==> config.mk <==
export PLATFORM = sky130hd
export DESIGN_NAME = cp0Top
export DESIGN_NICKNAME = d
export VERILOG_FILES = /design/src/common/cp0ExcPkg.sv /design/src/common/cp0RegPkg.sv /design/src/common/cp0ExcIf.sv /design/src/design/cp0ReadMux.sv /design/src/design/cp0Top.sv /design/src/exception/cp0ExcDecode.sv /design/src/exception/cp0ExcUnit.sv /design/src/timer/cp0Interrupts.sv
export VERILOG_INCLUDE_DIRS = /design/src /design/src/common
export SDC_FILE = /design/constraint.sdc
export NUM_CORES = 1
export LEC_CHECK = 0
export ABC_AREA = 0
export BUFFER_PORTS_ARGS = -buffer_cell sky130_fd_sc_hd__buf_4
export CAP_MARGIN = 25
export CORE_ASPECT_RATIO = 1.75
export CORE_MARGIN = 5
export CORE_UTILIZATION = 47
export CTS_BUF_LIST = sky130_fd_sc_hd__clkbuf_8
export DETAILED_ROUTE_END_ITERATION = 7
export GPL_TIMING_DRIVEN = 0
export PLACE_DENSITY = 0.74
export REMOVE_ABC_BUFFERS = 1
export SLEW_MARGIN = 10
export SYNTH_ARGS = -nofsm -noshare
export SYNTH_HDL_FRONTEND = slang
export SYNTH_SLANG_ARGS = --single-unit
==> constraint.sdc <==
create_clock -name clk -period 1.9 [get_ports clk]
set_clock_uncertainty 0.1 [all_clocks]
set_input_delay 0.285 -clock clk [delete_from_list [all_inputs] [get_ports clk]]
set_output_delay 0.285 -clock clk [all_outputs]
set_load 0.01 [all_outputs]
==> src/common/cp0_defines.svh <==
// ~~~~~~~~~~~~~~~~~~~~~~~~~~~~~~
// Sizes and constants of the CP0 block.
// Include wherever a width or a reset constant is needed
// ~~~~~~~~~~~~~~~~~~~~~~~~~~~~~~

`ifndef CP0_DEFINES_SVH
`define CP0_DEFINES_SVH

// Datapath and register number widths
`define CP0_DATA_W 32
`define CP0_ADDR_W 5

// External interrupt lines, mapped onto Cause.IP7..2
`define CP0_HW_IRQ_N 6

// Processor id, read only
`define CP0_PRID_VALUE 32'h00004220

// All ones so Count cannot hit Compare right after reset
`define CP0_COMPARE_RST 32'hFFFF_FFFF

`define CP0_DS_OFFSET 32'd4    // Branch sits one word before a delay slot

`endif

==> src/common/cp0ExcPkg.sv <==
// ~~~~~~~~~~~~~~~~~~~~~~~~~~~~~~
// Exception types reported by the pipeline
// and the architectural Cause.ExcCode values.
// Used by the decoder, the exception unit and the read mux
// ~~~~~~~~~~~~~~~~~~~~~~~~~~~~~~

package cp0ExcPkg;

    // Report from the memory stage, one per cycle
    typedef enum logic [4:0] {
        ExcNone,
        ExcInterrupt,
        ExcIfAddrErr,      // Misaligned fetch
        ExcLoadAddrErr,
        ExcStoreAddrErr,
        ExcReservedInstr,
        ExcSyscall,
        ExcBreak,
        ExcTrap,
        ExcOverflow,
        ExcEret,
        ExcRefetch         // Pipeline flush, no state change
    } excType_e;

    typedef enum logic [4:0] {
        CodeInt  = 5'd0,
        CodeAdEL = 5'd4,
        CodeAdES = 5'd5,
        CodeSys  = 5'd8,
        CodeBp   = 5'd9,
        CodeRi   = 5'd10,
        CodeOv   = 5'd12,
        CodeTr   = 5'd13
    } excCode_e;

endpackage

==> src/common/cp0RegPkg.sv <==
// ~~~~~~~~~~~~~~~~~~~~~~~~~~~~~~
// CP0 register numbers and the register-side types.
// Software write requests and the Status fields are
// passed between blocks with these types
// ~~~~~~~~~~~~~~~~~~~~~~~~~~~~~~

`include "cp0_defines.svh"

package cp0RegPkg;

    // Register numbers seen by MTC0/MFC0
    typedef enum logic [`CP0_ADDR_W-1:0] {
        RegBadVAddr = 5'd8,
        RegCount    = 5'd9,
        RegCompare  = 5'd11,
        RegStatus   = 5'd12,
        RegCause    = 5'd13,
        RegEpc      = 5'd14,
        RegPrid     = 5'd15
    } cp0Addr_e;

    typedef struct packed {
        logic                    en;
        cp0Addr_e                addr;
        logic [`CP0_DATA_W-1:0]  data;
    } cp0WrReq_t;

    // Implemented Status bits only
    typedef struct packed {
        logic        bev;
        logic [7:0]  im;
        logic        exl;
        logic        ie;
    } cp0Status_t;

endpackage

==> src/common/cp0ExcIf.sv <==
// ~~~~~~~~~~~~~~~~~~~~~~~~~~~~~~
// Decoded exception report, decoder to exception unit.
// No handshake, the unit takes it at the next edge
// ~~~~~~~~~~~~~~~~~~~~~~~~~~~~~~

`include "cp0_defines.svh"

interface cp0ExcIf;
    import cp0ExcPkg::*;

    logic                    trap;          // Entry, not ERET or refetch
    logic                    eret;
    logic                    codeValid;
    excCode_e                code;
    logic                    badAddrValid;
    logic [`CP0_DATA_W-1:0]  badAddr;
    logic [`CP0_DATA_W-1:0]  epcCandidate;
    logic                    inDelaySlot;

    modport decoder (output trap, eret, codeValid, code, badAddrValid, badAddr,
                     epcCandidate, inDelaySlot);
    modport unit (input trap, eret, codeValid, code, badAddrValid, badAddr,
                  epcCandidate, inDelaySlot);
endinterface

==> src/design/cp0ReadMux.sv <==
// ~~~~~~~~~~~~~~~~~~~~~~~~~~~~~~
// MFC0 read path. Packs the held fields into the
// architectural layout of the addressed register
// ~~~~~~~~~~~~~~~~~~~~~~~~~~~~~~

`include "cp0_defines.svh"

module cp0ReadMux (
    input  logic [`CP0_ADDR_W-1:0]   rdAddr,
    input  cp0RegPkg::cp0Status_t    status,
    input  logic [`CP0_DATA_W-1:0]   epc,
    input  logic [`CP0_DATA_W-1:0]   badVAddr,
    input  logic                     causeBd,
    input  cp0ExcPkg::excCode_e      excCode,
    input  logic [`CP0_DATA_W-1:0]   count,
    input  logic [`CP0_DATA_W-1:0]   compare,
    input  logic                     causeTi,
    input  logic [7:0]               causeIp,
    output logic [`CP0_DATA_W-1:0]   rdData
);
    import cp0RegPkg::*;

    always_comb begin
        rdData = '0;    // Unimplemented numbers read zero
        case (cp0Addr_e'(rdAddr))
            RegBadVAddr: rdData = badVAddr;
            RegCount:    rdData = count;
            RegCompare:  rdData = compare;
            RegStatus:   rdData = {9'b0, status.bev, 6'b0, status.im, 6'b0, status.exl, status.ie};
            RegCause:    rdData = {causeBd, causeTi, 14'b0, causeIp, 1'b0, excCode, 2'b0};
            RegEpc:      rdData = epc;
            RegPrid:     rdData = `CP0_PRID_VALUE;
            default:     rdData = '0;
        endcase
    end

endmodule

==> src/design/cp0Top.sv <==
// ~~~~~~~~~~~~~~~~~~~~~~~~~~~~~~
// CP0 system control block, top level.
// Plain pipeline side port: one write, one read and one
// exception report per cycle, no flow control.
// Writes and exceptions land at the sampling edge
// ~~~~~~~~~~~~~~~~~~~~~~~~~~~~~~

`include "cp0_defines.svh"

module cp0Top (
    input  logic                       clk,
    input  logic                       rstN,
    input  logic [`CP0_HW_IRQ_N-1:0]   hwIrq,
    input  logic                       wrEn,
    input  logic [`CP0_ADDR_W-1:0]     wrAddr,
    input  logic [`CP0_DATA_W-1:0]     wrData,
    input  logic [`CP0_ADDR_W-1:0]     rdAddr,
    output logic [`CP0_DATA_W-1:0]     rdData,
    input  cp0ExcPkg::excType_e        excType,
    input  logic [`CP0_DATA_W-1:0]     excPc,
    input  logic                       excInDelaySlot,
    input  logic [`CP0_DATA_W-1:0]     excBadAddr,
    output logic                       statusBev,
    output logic [7:0]                 statusIm,
    output logic                       statusExl,
    output logic                       statusIe,
    output logic [7:0]                 causeIp,
    output logic [`CP0_DATA_W-1:0]     epc
);
    import cp0RegPkg::*;
    import cp0ExcPkg::*;

    cp0WrReq_t               wrReq;
    cp0Status_t              status;
    logic [`CP0_DATA_W-1:0]  badVAddr;
    logic                    causeBd;
    excCode_e                excCode;
    logic [`CP0_DATA_W-1:0]  count;
    logic [`CP0_DATA_W-1:0]  compare;
    logic                    causeTi;

    cp0ExcIf excBus ();

    assign wrReq = '{en: wrEn, addr: cp0Addr_e'(wrAddr), data: wrData};

    assign statusBev = status.bev;
    assign statusIm  = status.im;
    assign statusExl = status.exl;
    assign statusIe  = status.ie;

    cp0ExcDecode decode (
        .excType        (excType),
        .excPc          (excPc),
        .excInDelaySlot (excInDelaySlot),
        .excBadAddr     (excBadAddr),
        .excBus         (excBus.decoder)
    );

    cp0ExcUnit execute (
        .clk      (clk),
        .rstN     (rstN),
        .wrReq    (wrReq),
        .excBus   (excBus.unit),
        .status   (status),
        .epc      (epc),
        .badVAddr (badVAddr),
        .causeBd  (causeBd),
        .excCode  (excCode)
    );

    cp0Interrupts timer (
        .clk     (clk),
        .rstN    (rstN),
        .wrReq   (wrReq),
        .hwIrq   (hwIrq),
        .count   (count),
        .compare (compare),
        .causeTi (causeTi),
        .causeIp (causeIp)
    );

    cp0ReadMux result (
        .rdAddr   (rdAddr),
        .status   (status),
        .epc      (epc),
        .badVAddr (badVAddr),
        .causeBd  (causeBd),
        .excCode  (excCode),
        .count    (count),
        .compare  (compare),
        .causeTi  (causeTi),
        .causeIp  (causeIp),
        .rdData   (rdData)
    );

endmodule

==> src/exception/cp0ExcDecode.sv <==
// ~~~~~~~~~~~~~~~~~~~~~~~~~~~~~~
// Turns the pipeline's exception report into entry/ERET,
// ExcCode, the BadVAddr value and the EPC candidate.
// Purely combinational
// ~~~~~~~~~~~~~~~~~~~~~~~~~~~~~~

`include "cp0_defines.svh"

module cp0ExcDecode (
    input  cp0ExcPkg::excType_e      excType,
    input  logic [`CP0_DATA_W-1:0]   excPc,
    input  logic                     excInDelaySlot,
    input  logic [`CP0_DATA_W-1:0]   excBadAddr,
    cp0ExcIf.decoder                 excBus
);
    import cp0ExcPkg::*;

    always_comb begin
        excBus.trap = (excType != ExcNone) && (excType != ExcRefetch) && (excType != ExcEret);
        excBus.eret = (excType == ExcEret);

        excBus.codeValid = 1'b1;
        case (excType)
            ExcInterrupt:     excBus.code = CodeInt;
            ExcIfAddrErr:     excBus.code = CodeAdEL;
            ExcLoadAddrErr:   excBus.code = CodeAdEL;
            ExcStoreAddrErr:  excBus.code = CodeAdES;
            ExcReservedInstr: excBus.code = CodeRi;
            ExcSyscall:       excBus.code = CodeSys;
            ExcBreak:         excBus.code = CodeBp;
            ExcTrap:          excBus.code = CodeTr;
            ExcOverflow:      excBus.code = CodeOv;
            default: begin    // None, ERET, refetch
                excBus.codeValid = 1'b0;
                excBus.code      = CodeInt;
            end
        endcase

        // Faulting address for BadVAddr
        excBus.badAddrValid = 1'b1;
        case (excType)
            ExcIfAddrErr:    excBus.badAddr = excPc;
            ExcLoadAddrErr:  excBus.badAddr = excBadAddr;
            ExcStoreAddrErr: excBus.badAddr = excBadAddr;
            default: begin
                excBus.badAddrValid = 1'b0;
                excBus.badAddr      = excBadAddr;
            end
        endcase
    end

    // Restart at the branch when the victim sits in a delay slot
    assign excBus.epcCandidate = excInDelaySlot ? excPc - `CP0_DS_OFFSET : excPc;
    assign excBus.inDelaySlot  = excInDelaySlot;

endmodule

==> src/exception/cp0ExcUnit.sv <==
// ~~~~~~~~~~~~~~~~~~~~~~~~~~~~~~
// Exception state of CP0: Status, EPC, BadVAddr,
// Cause.BD and Cause.ExcCode.
// Takes the decoded report and software writes,
// exception entry wins over a write in the same cycle
// ~~~~~~~~~~~~~~~~~~~~~~~~~~~~~~

`include "cp0_defines.svh"

module cp0ExcUnit (
    input  logic                     clk,
    input  logic                     rstN,
    input  cp0RegPkg::cp0WrReq_t     wrReq,
    cp0ExcIf.unit                    excBus,
    output cp0RegPkg::cp0Status_t    status,
    output logic [`CP0_DATA_W-1:0]   epc,
    output logic [`CP0_DATA_W-1:0]   badVAddr,
    output logic                     causeBd,
    output cp0ExcPkg::excCode_e      excCode
);
    import cp0RegPkg::*;
    import cp0ExcPkg::*;

    logic wrStatus;
    logic wrEpc;
    logic wrBadVAddr;
    logic excPresent;
    logic firstEntry;

    assign wrStatus   = wrReq.en && (wrReq.addr == RegStatus);
    assign wrEpc      = wrReq.en && (wrReq.addr == RegEpc);
    assign wrBadVAddr = wrReq.en && (wrReq.addr == RegBadVAddr);
    assign excPresent = excBus.trap || excBus.eret;
    assign firstEntry = excBus.trap && !status.exl;    // Nested entries keep EPC and BD

    always_ff @(posedge clk) begin
        if (!rstN) begin
            status <= '{bev: 1'b1, im: 8'h00, exl: 1'b0, ie: 1'b0};
        end else if (excBus.trap) begin
            status.exl <= 1'b1;
        end else if (excBus.eret) begin
            status.exl <= 1'b0;
        end else if (wrStatus) begin
            status <= '{bev: wrReq.data[22], im: wrReq.data[15:8],
                        exl: wrReq.data[1], ie: wrReq.data[0]};
        end
    end

    always_ff @(posedge clk) begin
        if (!rstN) begin
            epc     <= '0;
            causeBd <= 1'b0;
        end else if (firstEntry) begin
            epc     <= excBus.epcCandidate;
            causeBd <= excBus.inDelaySlot;
        end else if (wrEpc && !excPresent) begin
            epc <= wrReq.data;
        end
    end

    always_ff @(posedge clk) begin
        if (!rstN) begin
            excCode <= CodeInt;
        end else if (excBus.codeValid) begin
            excCode <= excBus.code;
        end
    end

    // Fault address first, software write otherwise
    always_ff @(posedge clk) begin
        if (!rstN) begin
            badVAddr <= '0;
        end else if (excBus.badAddrValid) begin
            badVAddr <= excBus.badAddr;
        end else if (wrBadVAddr) begin
            badVAddr <= wrReq.data;
        end
    end

endmodule

==> src/timer/cp0Interrupts.sv <==
// ~~~~~~~~~~~~~~~~~~~~~~~~~~~~~~
// Count/Compare timer and the Cause interrupt bits.
// Count steps every second clock, a match raises
// Cause.TI and IP7. Hardware lines land in IP7..2
// ~~~~~~~~~~~~~~~~~~~~~~~~~~~~~~

`include "cp0_defines.svh"

module cp0Interrupts (
    input  logic                       clk,
    input  logic                       rstN,
    input  cp0RegPkg::cp0WrReq_t       wrReq,
    input  logic [`CP0_HW_IRQ_N-1:0]   hwIrq,
    output logic [`CP0_DATA_W-1:0]     count,
    output logic [`CP0_DATA_W-1:0]     compare,
    output logic                       causeTi,
    output logic [7:0]                 causeIp
);
    import cp0RegPkg::*;

    logic                      countPhase;
    logic                      timerMatch;
    logic                      wrCount;
    logic                      wrCompare;
    logic                      wrCause;
    logic [`CP0_HW_IRQ_N-1:0]  irqMerged;
    logic [`CP0_HW_IRQ_N-1:0]  ipHw;       // IP7..2
    logic [1:0]                ipSw;       // IP1..0

    assign wrCount   = wrReq.en && (wrReq.addr == RegCount);
    assign wrCompare = wrReq.en && (wrReq.addr == RegCompare);
    assign wrCause   = wrReq.en && (wrReq.addr == RegCause);

    assign timerMatch = (count == compare);
    // Timer shares the top line
    assign irqMerged  = hwIrq | {timerMatch, {(`CP0_HW_IRQ_N-1){1'b0}}};

    always_ff @(posedge clk) begin
        if (!rstN) begin
            countPhase <= 1'b0;
            count      <= '0;
        end else if (wrCount) begin
            countPhase <= 1'b0;    // Restart the two-clock prescale
            count      <= wrReq.data;
        end else begin
            countPhase <= !countPhase;
            if (countPhase)
                count <= count + 1'b1;
        end
    end

    always_ff @(posedge clk) begin
        if (!rstN) begin
            compare <= `CP0_COMPARE_RST;
            causeTi <= 1'b0;
        end else if (wrCompare) begin
            compare <= wrReq.data;
            causeTi <= 1'b0;       // Writing Compare acknowledges the timer
        end else if (timerMatch) begin
            causeTi <= 1'b1;
        end
    end

    always_ff @(posedge clk) begin
        if (!rstN) begin
            ipHw <= '0;
            ipSw <= '0;
        end else begin
            ipHw <= irqMerged;
            if (wrCause)
                ipSw <= wrReq.data[9:8];
        end
    end

    assign causeIp = {ipHw, ipSw};

endmodule
==> results.toml, run 1 <==
[job]
maxCapViolCount = 0

[finish]
nets = 1466
postLayoutCoreUtil_pct = 67.46
design_area_um2 = 12590
n_antenna_cell = 0
layout_common_cells = "buf_4 (224), nand2_1 (153), dfxtp_1 (140)"
stdcell_count = 1594
syn_to_final_growth_pct = 41.40
final_common_cell = "buf_4"
final_layout_size_suffix_gt1_share_pct = 33.63

[route]
drtIter0Drc = 802
avgViaCountPerCell = 6.279
drt-wirelength-per-cell_um = 22.60
vias = 10010
drc = 0
postRouteAntennaNets = 0
drt-pass1-iter-count = 8
wl_um = 36020

[critical_path]
max_stage_delay_ns = 0.46
crit_chain = "buf_8, buf_4, nand3b_1, nor2_4, buf_8, a222oi_1, nand2_1, buf_6"
path_max_fanout = 9
cp_common_cell = "buf_8"
slowest_stage = "a222oi_1"
arrival_ns = 1.78
end_kind = "output port"
critPathKind = "input port to output port"
cp-start-kind = "input port"
cp.required_ns = 1.51

[die]
die_w_um = 114.0
core_um2 = 18660
fp.dieH_um = 192.1
die_area_um2 = 21910
placementRows = 66
initial_core_util_pct = 47.71
ios = 204

[clocking]
root_buffer = "clkbuf_8"
clk_latency_ns = 0.47
path_clk_slew_ns = 0.10
clock-sinks = 154
cts_made_buffers = 17
cts.htree.levels = 4
cts_tree = "done"
cts.path.max_buffers = 2

[placed_design]
place_inst = 1465
port_buffers = 203
gp_congestion = 0.8408
dpl_worst_slack_ns = -1.379
dp_hpwl_um = 23450
postPlaceCellArea_um2 = 10770

[timing]
fmax_ghz = 0.4629
setup_viol = 34
whs_ns = 0.04310
slew_headroom_pct = 39.53
fin_crit_ns = 2.160
setup_slack_ns = -0.2601
slew_violations = 0
setup-tns-final_ns = -4.039
worst_slew_pin_slew_ns = 0.9071
rsz0062_at_grt = "yes"
hold_viol = 0
period_share_pct = 113.7

[logic_synthesis]
netlist_instances = 1088
synthArstFlopShare_pct = 0
synthDominantCellAreaShare_pct = 34.63
synth_edf_count = 0
synth_seq_area_share_pct = 34.63
synthTopCellsByArea = "dfxtp_1 (35%), nand2_1 (6.7%), a22oi_1 (6.1%)"
synth_ff_type = "dfxtp_1"
synth_cell_type_count = 62
syn_area_per_cell_um2 = 8.183
syn_area_um2 = 8904
ys_seq_elements = 154
yosys_warnings = 0
synth.largest_area_cell = "dfxtp_1"

[power]
p_total_mw = 7.410
switchingPower_mw = 2.290
ir_drop_mv = 0.3552
p_int_mw = 5.120
leakagePower_nw = 5.102
powerDensity_nw_per_um2 = 588.6
power_frac_comb_pct = 18.6
power_frac_seq_pct = 47.1
p_sw_share_pct = 30.90
clkPwrFrac_pct = 34.2

[global_route]
grt_max_degree = 73
grt_pass1_wl_um = 53330
grt_pass1_vias = 9655
grt-ovfl-total = 0
grt.total_usage_pct = 31.11
antenna_found_initial = 0

[outcome]
status = "complete, but fails checks"
violations = "setup timing"

[worst_hold_path]
hp-class = "input port to flop"
final cells by class:
class                           count  area [um2]
Fill cell                        1498        6073
Multi-Input combinational cell    838        5824
Sequential cell                   154        3110
Timing Repair Buffer              322        2933
Tap cell                          238       297.8
Clock buffer                       17       234.0
Clock inverter                     15       150.1
Inverter                           10       40.04
power by group through the flow:
stage / logic, mW / registers, mW / clock network, mW
floorplan: 0.464 / 3.56 / 0
global placement: 1.09 / 3.55 / 0
detailed placement: 1.17 / 3.56 / 0
CTS: 1.31 / 3.49 / 2.56
global route: 1.46 / 3.51 / 2.71
finish: 1.38 / 3.49 / 2.54
path summary, 6_finish.rpt:
check                    start          endpoint  slack (ns)  cells past startpoint
min reg2reg   timer.countPhase  timer.countPhase        0.34                      1
max reg2reg  execute.status[1]   execute.epc[15]        0.02                      6
max                  rdAddr[2]        rdData[30]       -0.26                      8
min                  excPc[26]   execute.epc[26]        0.04                      3
worst max-delay path, delay by kind of cell:
family | cells | cell delay [ns]
buf+inv | 4 | 0.56
simple gates | 3 | 0.47
compound gates | 1 | 0.46
registers in the layout, summed over array words and instances, names as in the netlist:
signal / flops
execute.causeBd: 1
execute.epc: 32
execute.badVAddr: 32
timer.compare: 32
timer.causeTi: 1
timer.ipHw: 6
execute.excCode: 4
execute.status: 11
timer.ipSw: 2
timer.countPhase: 1
timer.count: 32
cell usage after synthesis (14+ instances only):
master,count
a311oi_1,32
nor3_1,19
nand4_1,14
a211oi_1,27
dfxtp_1,154
o21ai_0,29
nand2_1,160
a22oi_1,72
nor2_1,98
mux2i_1,17
a21oi_1,36
clkbuf_1,55
xor2_1,56
mux2_2,40
nand3_1,91
xnor2_1,34
buf_2,21
what timing repair did:
action / in CTS / in global routing
pin swaps: 36 / 22
hold endpoints to repair: 64 / 0
gates resized for setup: 86 / 46
gates cloned: 2 / 1
endpoints found under the setup margin: 158 / 77
hold buffers: 38 / 0
buffers inserted: 35 / 21
cell families after synthesis:
| logic type | count (synthesis) | share of synthesized area [%] |
|---|---|---|
| compound gates | 233 | 18.72 |
| xor+xnor | 90 | 8.853 |
| fa+ha+maj | 2 | 0.2810 |
| buf+inv | 97 | 4.806 |
| flops | 154 | 34.63 |
| mux | 57 | 6.970 |
| simple gates | 455 | 25.74 |
routing by layer:
metal | vias to the layer above | GRT usage, % | share of wire (%)
met5 | - | 0 | 0
met4 | 0 | 20.62 | 7.1
met3 | 182 | 4.193 | 7.6
met2 | 613 | 54.29 | 51
met1 | 4744 | 34.76 | 35
li1 | 4469 | - | -
Note: power is estimated with default switching activity, not from simulation.
==> inputs of run 2 (changes only) <==
--- a/config.mk
+++ b/config.mk
@@ -6,7 +6,7 @@
 export SDC_FILE = /design/constraint.sdc
 export NUM_CORES = 1
 export LEC_CHECK = 0
-export ABC_AREA = 0
+export ABC_AREA = 1
 export BUFFER_PORTS_ARGS = -buffer_cell sky130_fd_sc_hd__buf_4
 export CAP_MARGIN = 25
 export CORE_ASPECT_RATIO = 1.75
@@ -15,7 +15,7 @@
 export CTS_BUF_LIST = sky130_fd_sc_hd__clkbuf_8
 export DETAILED_ROUTE_END_ITERATION = 7
 export GPL_TIMING_DRIVEN = 0
-export PLACE_DENSITY = 0.74
+export PLACE_DENSITY = 0.73
 export REMOVE_ABC_BUFFERS = 1
 export SLEW_MARGIN = 10
 export SYNTH_ARGS = -nofsm -noshare
==> results.toml, run 2 <==
[placed_design]
place_inst = 1905
postPlaceCellArea_um2 = 11280
gp_congestion = 0.9990
dp_hpwl_um = 29160
port_buffers = 203

[logic_synthesis]
synth.most_common_cell = "nand2_1"
synth_seq_area_share_pct = 32.14
synth_cell_type_count = 39
ys_seq_elements = 154
synth_ff_type = "dfxtp_1"
netlist_instances = 1515
synthDominantCellAreaShare_pct = 32.14
synth.largest_area_cell = "dfxtp_1"
synth_edf_count = 0
synthArstFlopShare_pct = 0
syn_area_per_cell_um2 = 6.331
syn_area_um2 = 9592
synth_common_cells = "nand2_1 (318), inv_1 (232), nor2_1 (157)"
synthTopCellsByArea = "dfxtp_1 (32%), nand2_1 (12%), inv_1 (9.1%)"
yosys_warnings = 0

[die]
core_um2 = 20200
ios = 204
placementRows = 69
die_w_um = 118.0
initial_core_util_pct = 47.48
die_area_um2 = 23480
fp.dieH_um = 199.0

[global_route]
grt_max_degree = 94
grt_pass1_wl_um = 63110
grt-ovfl-total = 0
antenna_found_initial = 0
grt_pass1_vias = 11090
grt.total_usage_pct = 34.24

[finish]
nets = 1889
design_area_um2 = 13720
final_common_cell = "nand2_1"
stdcell_count = 2028
final_layout_size_suffix_gt1_share_pct = 27.77
seq_area_um2 = 3107
layout_common_cells = "nand2_1 (302), buf_4 (226), inv_1 (214)"
syn_to_final_growth_pct = 43.00
multi_input_area_um2 = 6168
fillers = 1707

[timing]
worst_slew_pin_slew_ns = 0.9077
rsz0062_at_grt = "yes"
hold_viol = 0
period_share_pct = 120.5
whs_ns = 0.01665
setup_slack_ns = -0.3902
setup_viol = 46
slew_violations = 0
fin_crit_ns = 2.290
slew_headroom_pct = 39.42
fmax_ghz = 0.4366

[route]
avgViaCountPerCell = 5.963
drc = 0
drtIter0Drc = 1455
drt-pass1-iter-count = 7
drt-wirelength-per-cell_um = 21.79
vias = 12090
postRouteAntennaNets = 0
wl_um = 44190

[clocking]
cts_tree = "done"
clk_latency_ns = 0.50
cts.htree.levels = 4
cts.path.max_buffers = 2
clock-sinks = 154
path_clk_slew_ns = 0.09
cts_made_buffers = 17
root_buffer = "clkbuf_8"

[power]
p_int_mw = 5.220
ir_drop_mv = 0.4794
power_frac_seq_pct = 45.0
power_frac_comb_pct = 19.1
switchingPower_mw = 2.486
powerDensity_nw_per_um2 = 561.8
leakagePower_nw = 6.160
clkPwrFrac_pct = 35.9
p_sw_share_pct = 32.26

[job]
maxCapViolCount = 0

[outcome]
status = "complete, but fails checks"
violations = "setup timing"

[critical_path]
slowest_stage = "a221oi_2"
critPathKind = "input port to output port"
path_max_fanout = 7
cp-start-kind = "input port"
arrival_ns = 1.91
cp_top_family = "buffers and inverters"
cp.required_ns = 1.51
critical_path_buf_inv_count = 5
crit_chain = "buf_8, nand2_4, nor2_4, buf_4, nand2_8, clkinvlp_4, buf_8, a221oi_2, nand4_1, buf_4"
end_kind = "output port"
max_stage_delay_ns = 0.45

[worst_hold_path]
hp-class = "input port to flop"
==> run 2: path summary, 6_finish.rpt <==
path	start	end	slack (ns)	depth (start not counted)
setup / recovery	rdAddr[2]	rdData[8]	-0.39	10
hold / removal	wrData[27]	execute.epc[27]	0.02	3
setup reg to reg	execute.status[1]	execute.epc[8]	0.03	7
hold reg to reg	execute.excCode[1]	execute.excCode[1]	0.37	2
==> run 2: repair_timing <==
| action | in CTS | in global routing |
|---|---|---|
| setup endpoints to repair | 85 | 95 |
| hold buffers | 27 | 0 |
| setup buffers | 32 | 24 |
| endpoints found under the hold margin | 31 | 0 |
| gates cloned | 7 | 0 |
| pin swaps | 23 | 24 |
| resized for setup | 185 | 98 |
==> run 2: cell families after synthesis <==
kind of cell	synth area share, %
AND/OR/NAND/NOR	27.09
flip-flops	32.14
XOR/XNOR	4.383
adder cells (fa/ha/maj)	0.2609
AO/OA/AOI/OAI	22.93
buffers and inverters	13.19
==> run 2: power by group through the flow <==
stage / clock network (mW) / registers, mW / logic (mW)
floorplan: 0 / 3.51 / 0.512
global placement: 0 / 3.51 / 1.13
detailed placement: 0 / 3.51 / 1.18
CTS: 2.75 / 3.45 / 1.34
global route: 2.88 / 3.48 / 1.56
finish: 2.77 / 3.47 / 1.47
==> run 2: per-stage QoR <==
stage	setup TNS, ns	util, %	setup WS [ns]	power [mW]
after floorplan	-26.27	-	-0.5025	4.018
after global placement	-200.89	54.79	-1.957	4.643
after detailed placement	-99.33	55.84	-1.471	4.690
after CTS	-1.994	64.50	-0.1408	7.541
after global routing	-5.020	67.88	-0.3411	7.916
final	-5.063	67.89	-0.3902	7.705
==> run 2: layout make-up <==
cell class	count	area share [%]
antenna	1	0.01824
clock buffer	18	1.806
clock inverter	14	1.286
inverter	242	6.897
multi-input combinational	1050	44.97
sequential	154	22.65
tap	248	2.262
timing repair buffer	298	19.94
timing repair inverter	3	0.1642
==> run 2: routing by layer <==
metal / GRT usage (%) / vias to the layer above / part of all wire (%)
met5: 0 / - / 0
met4: 22.87 / 0 / 7.4
met3: 4.267 / 217 / 8.5
met2: 57.62 / 815 / 48
met1: 40.81 / 5565 / 36
li1: - / 5495 / -
==> run 2: worst min-delay path, stage by stage <==
cell	delay, ns
buf_4	0.09
o21ai_0	0.07
a21oi_1	0.13
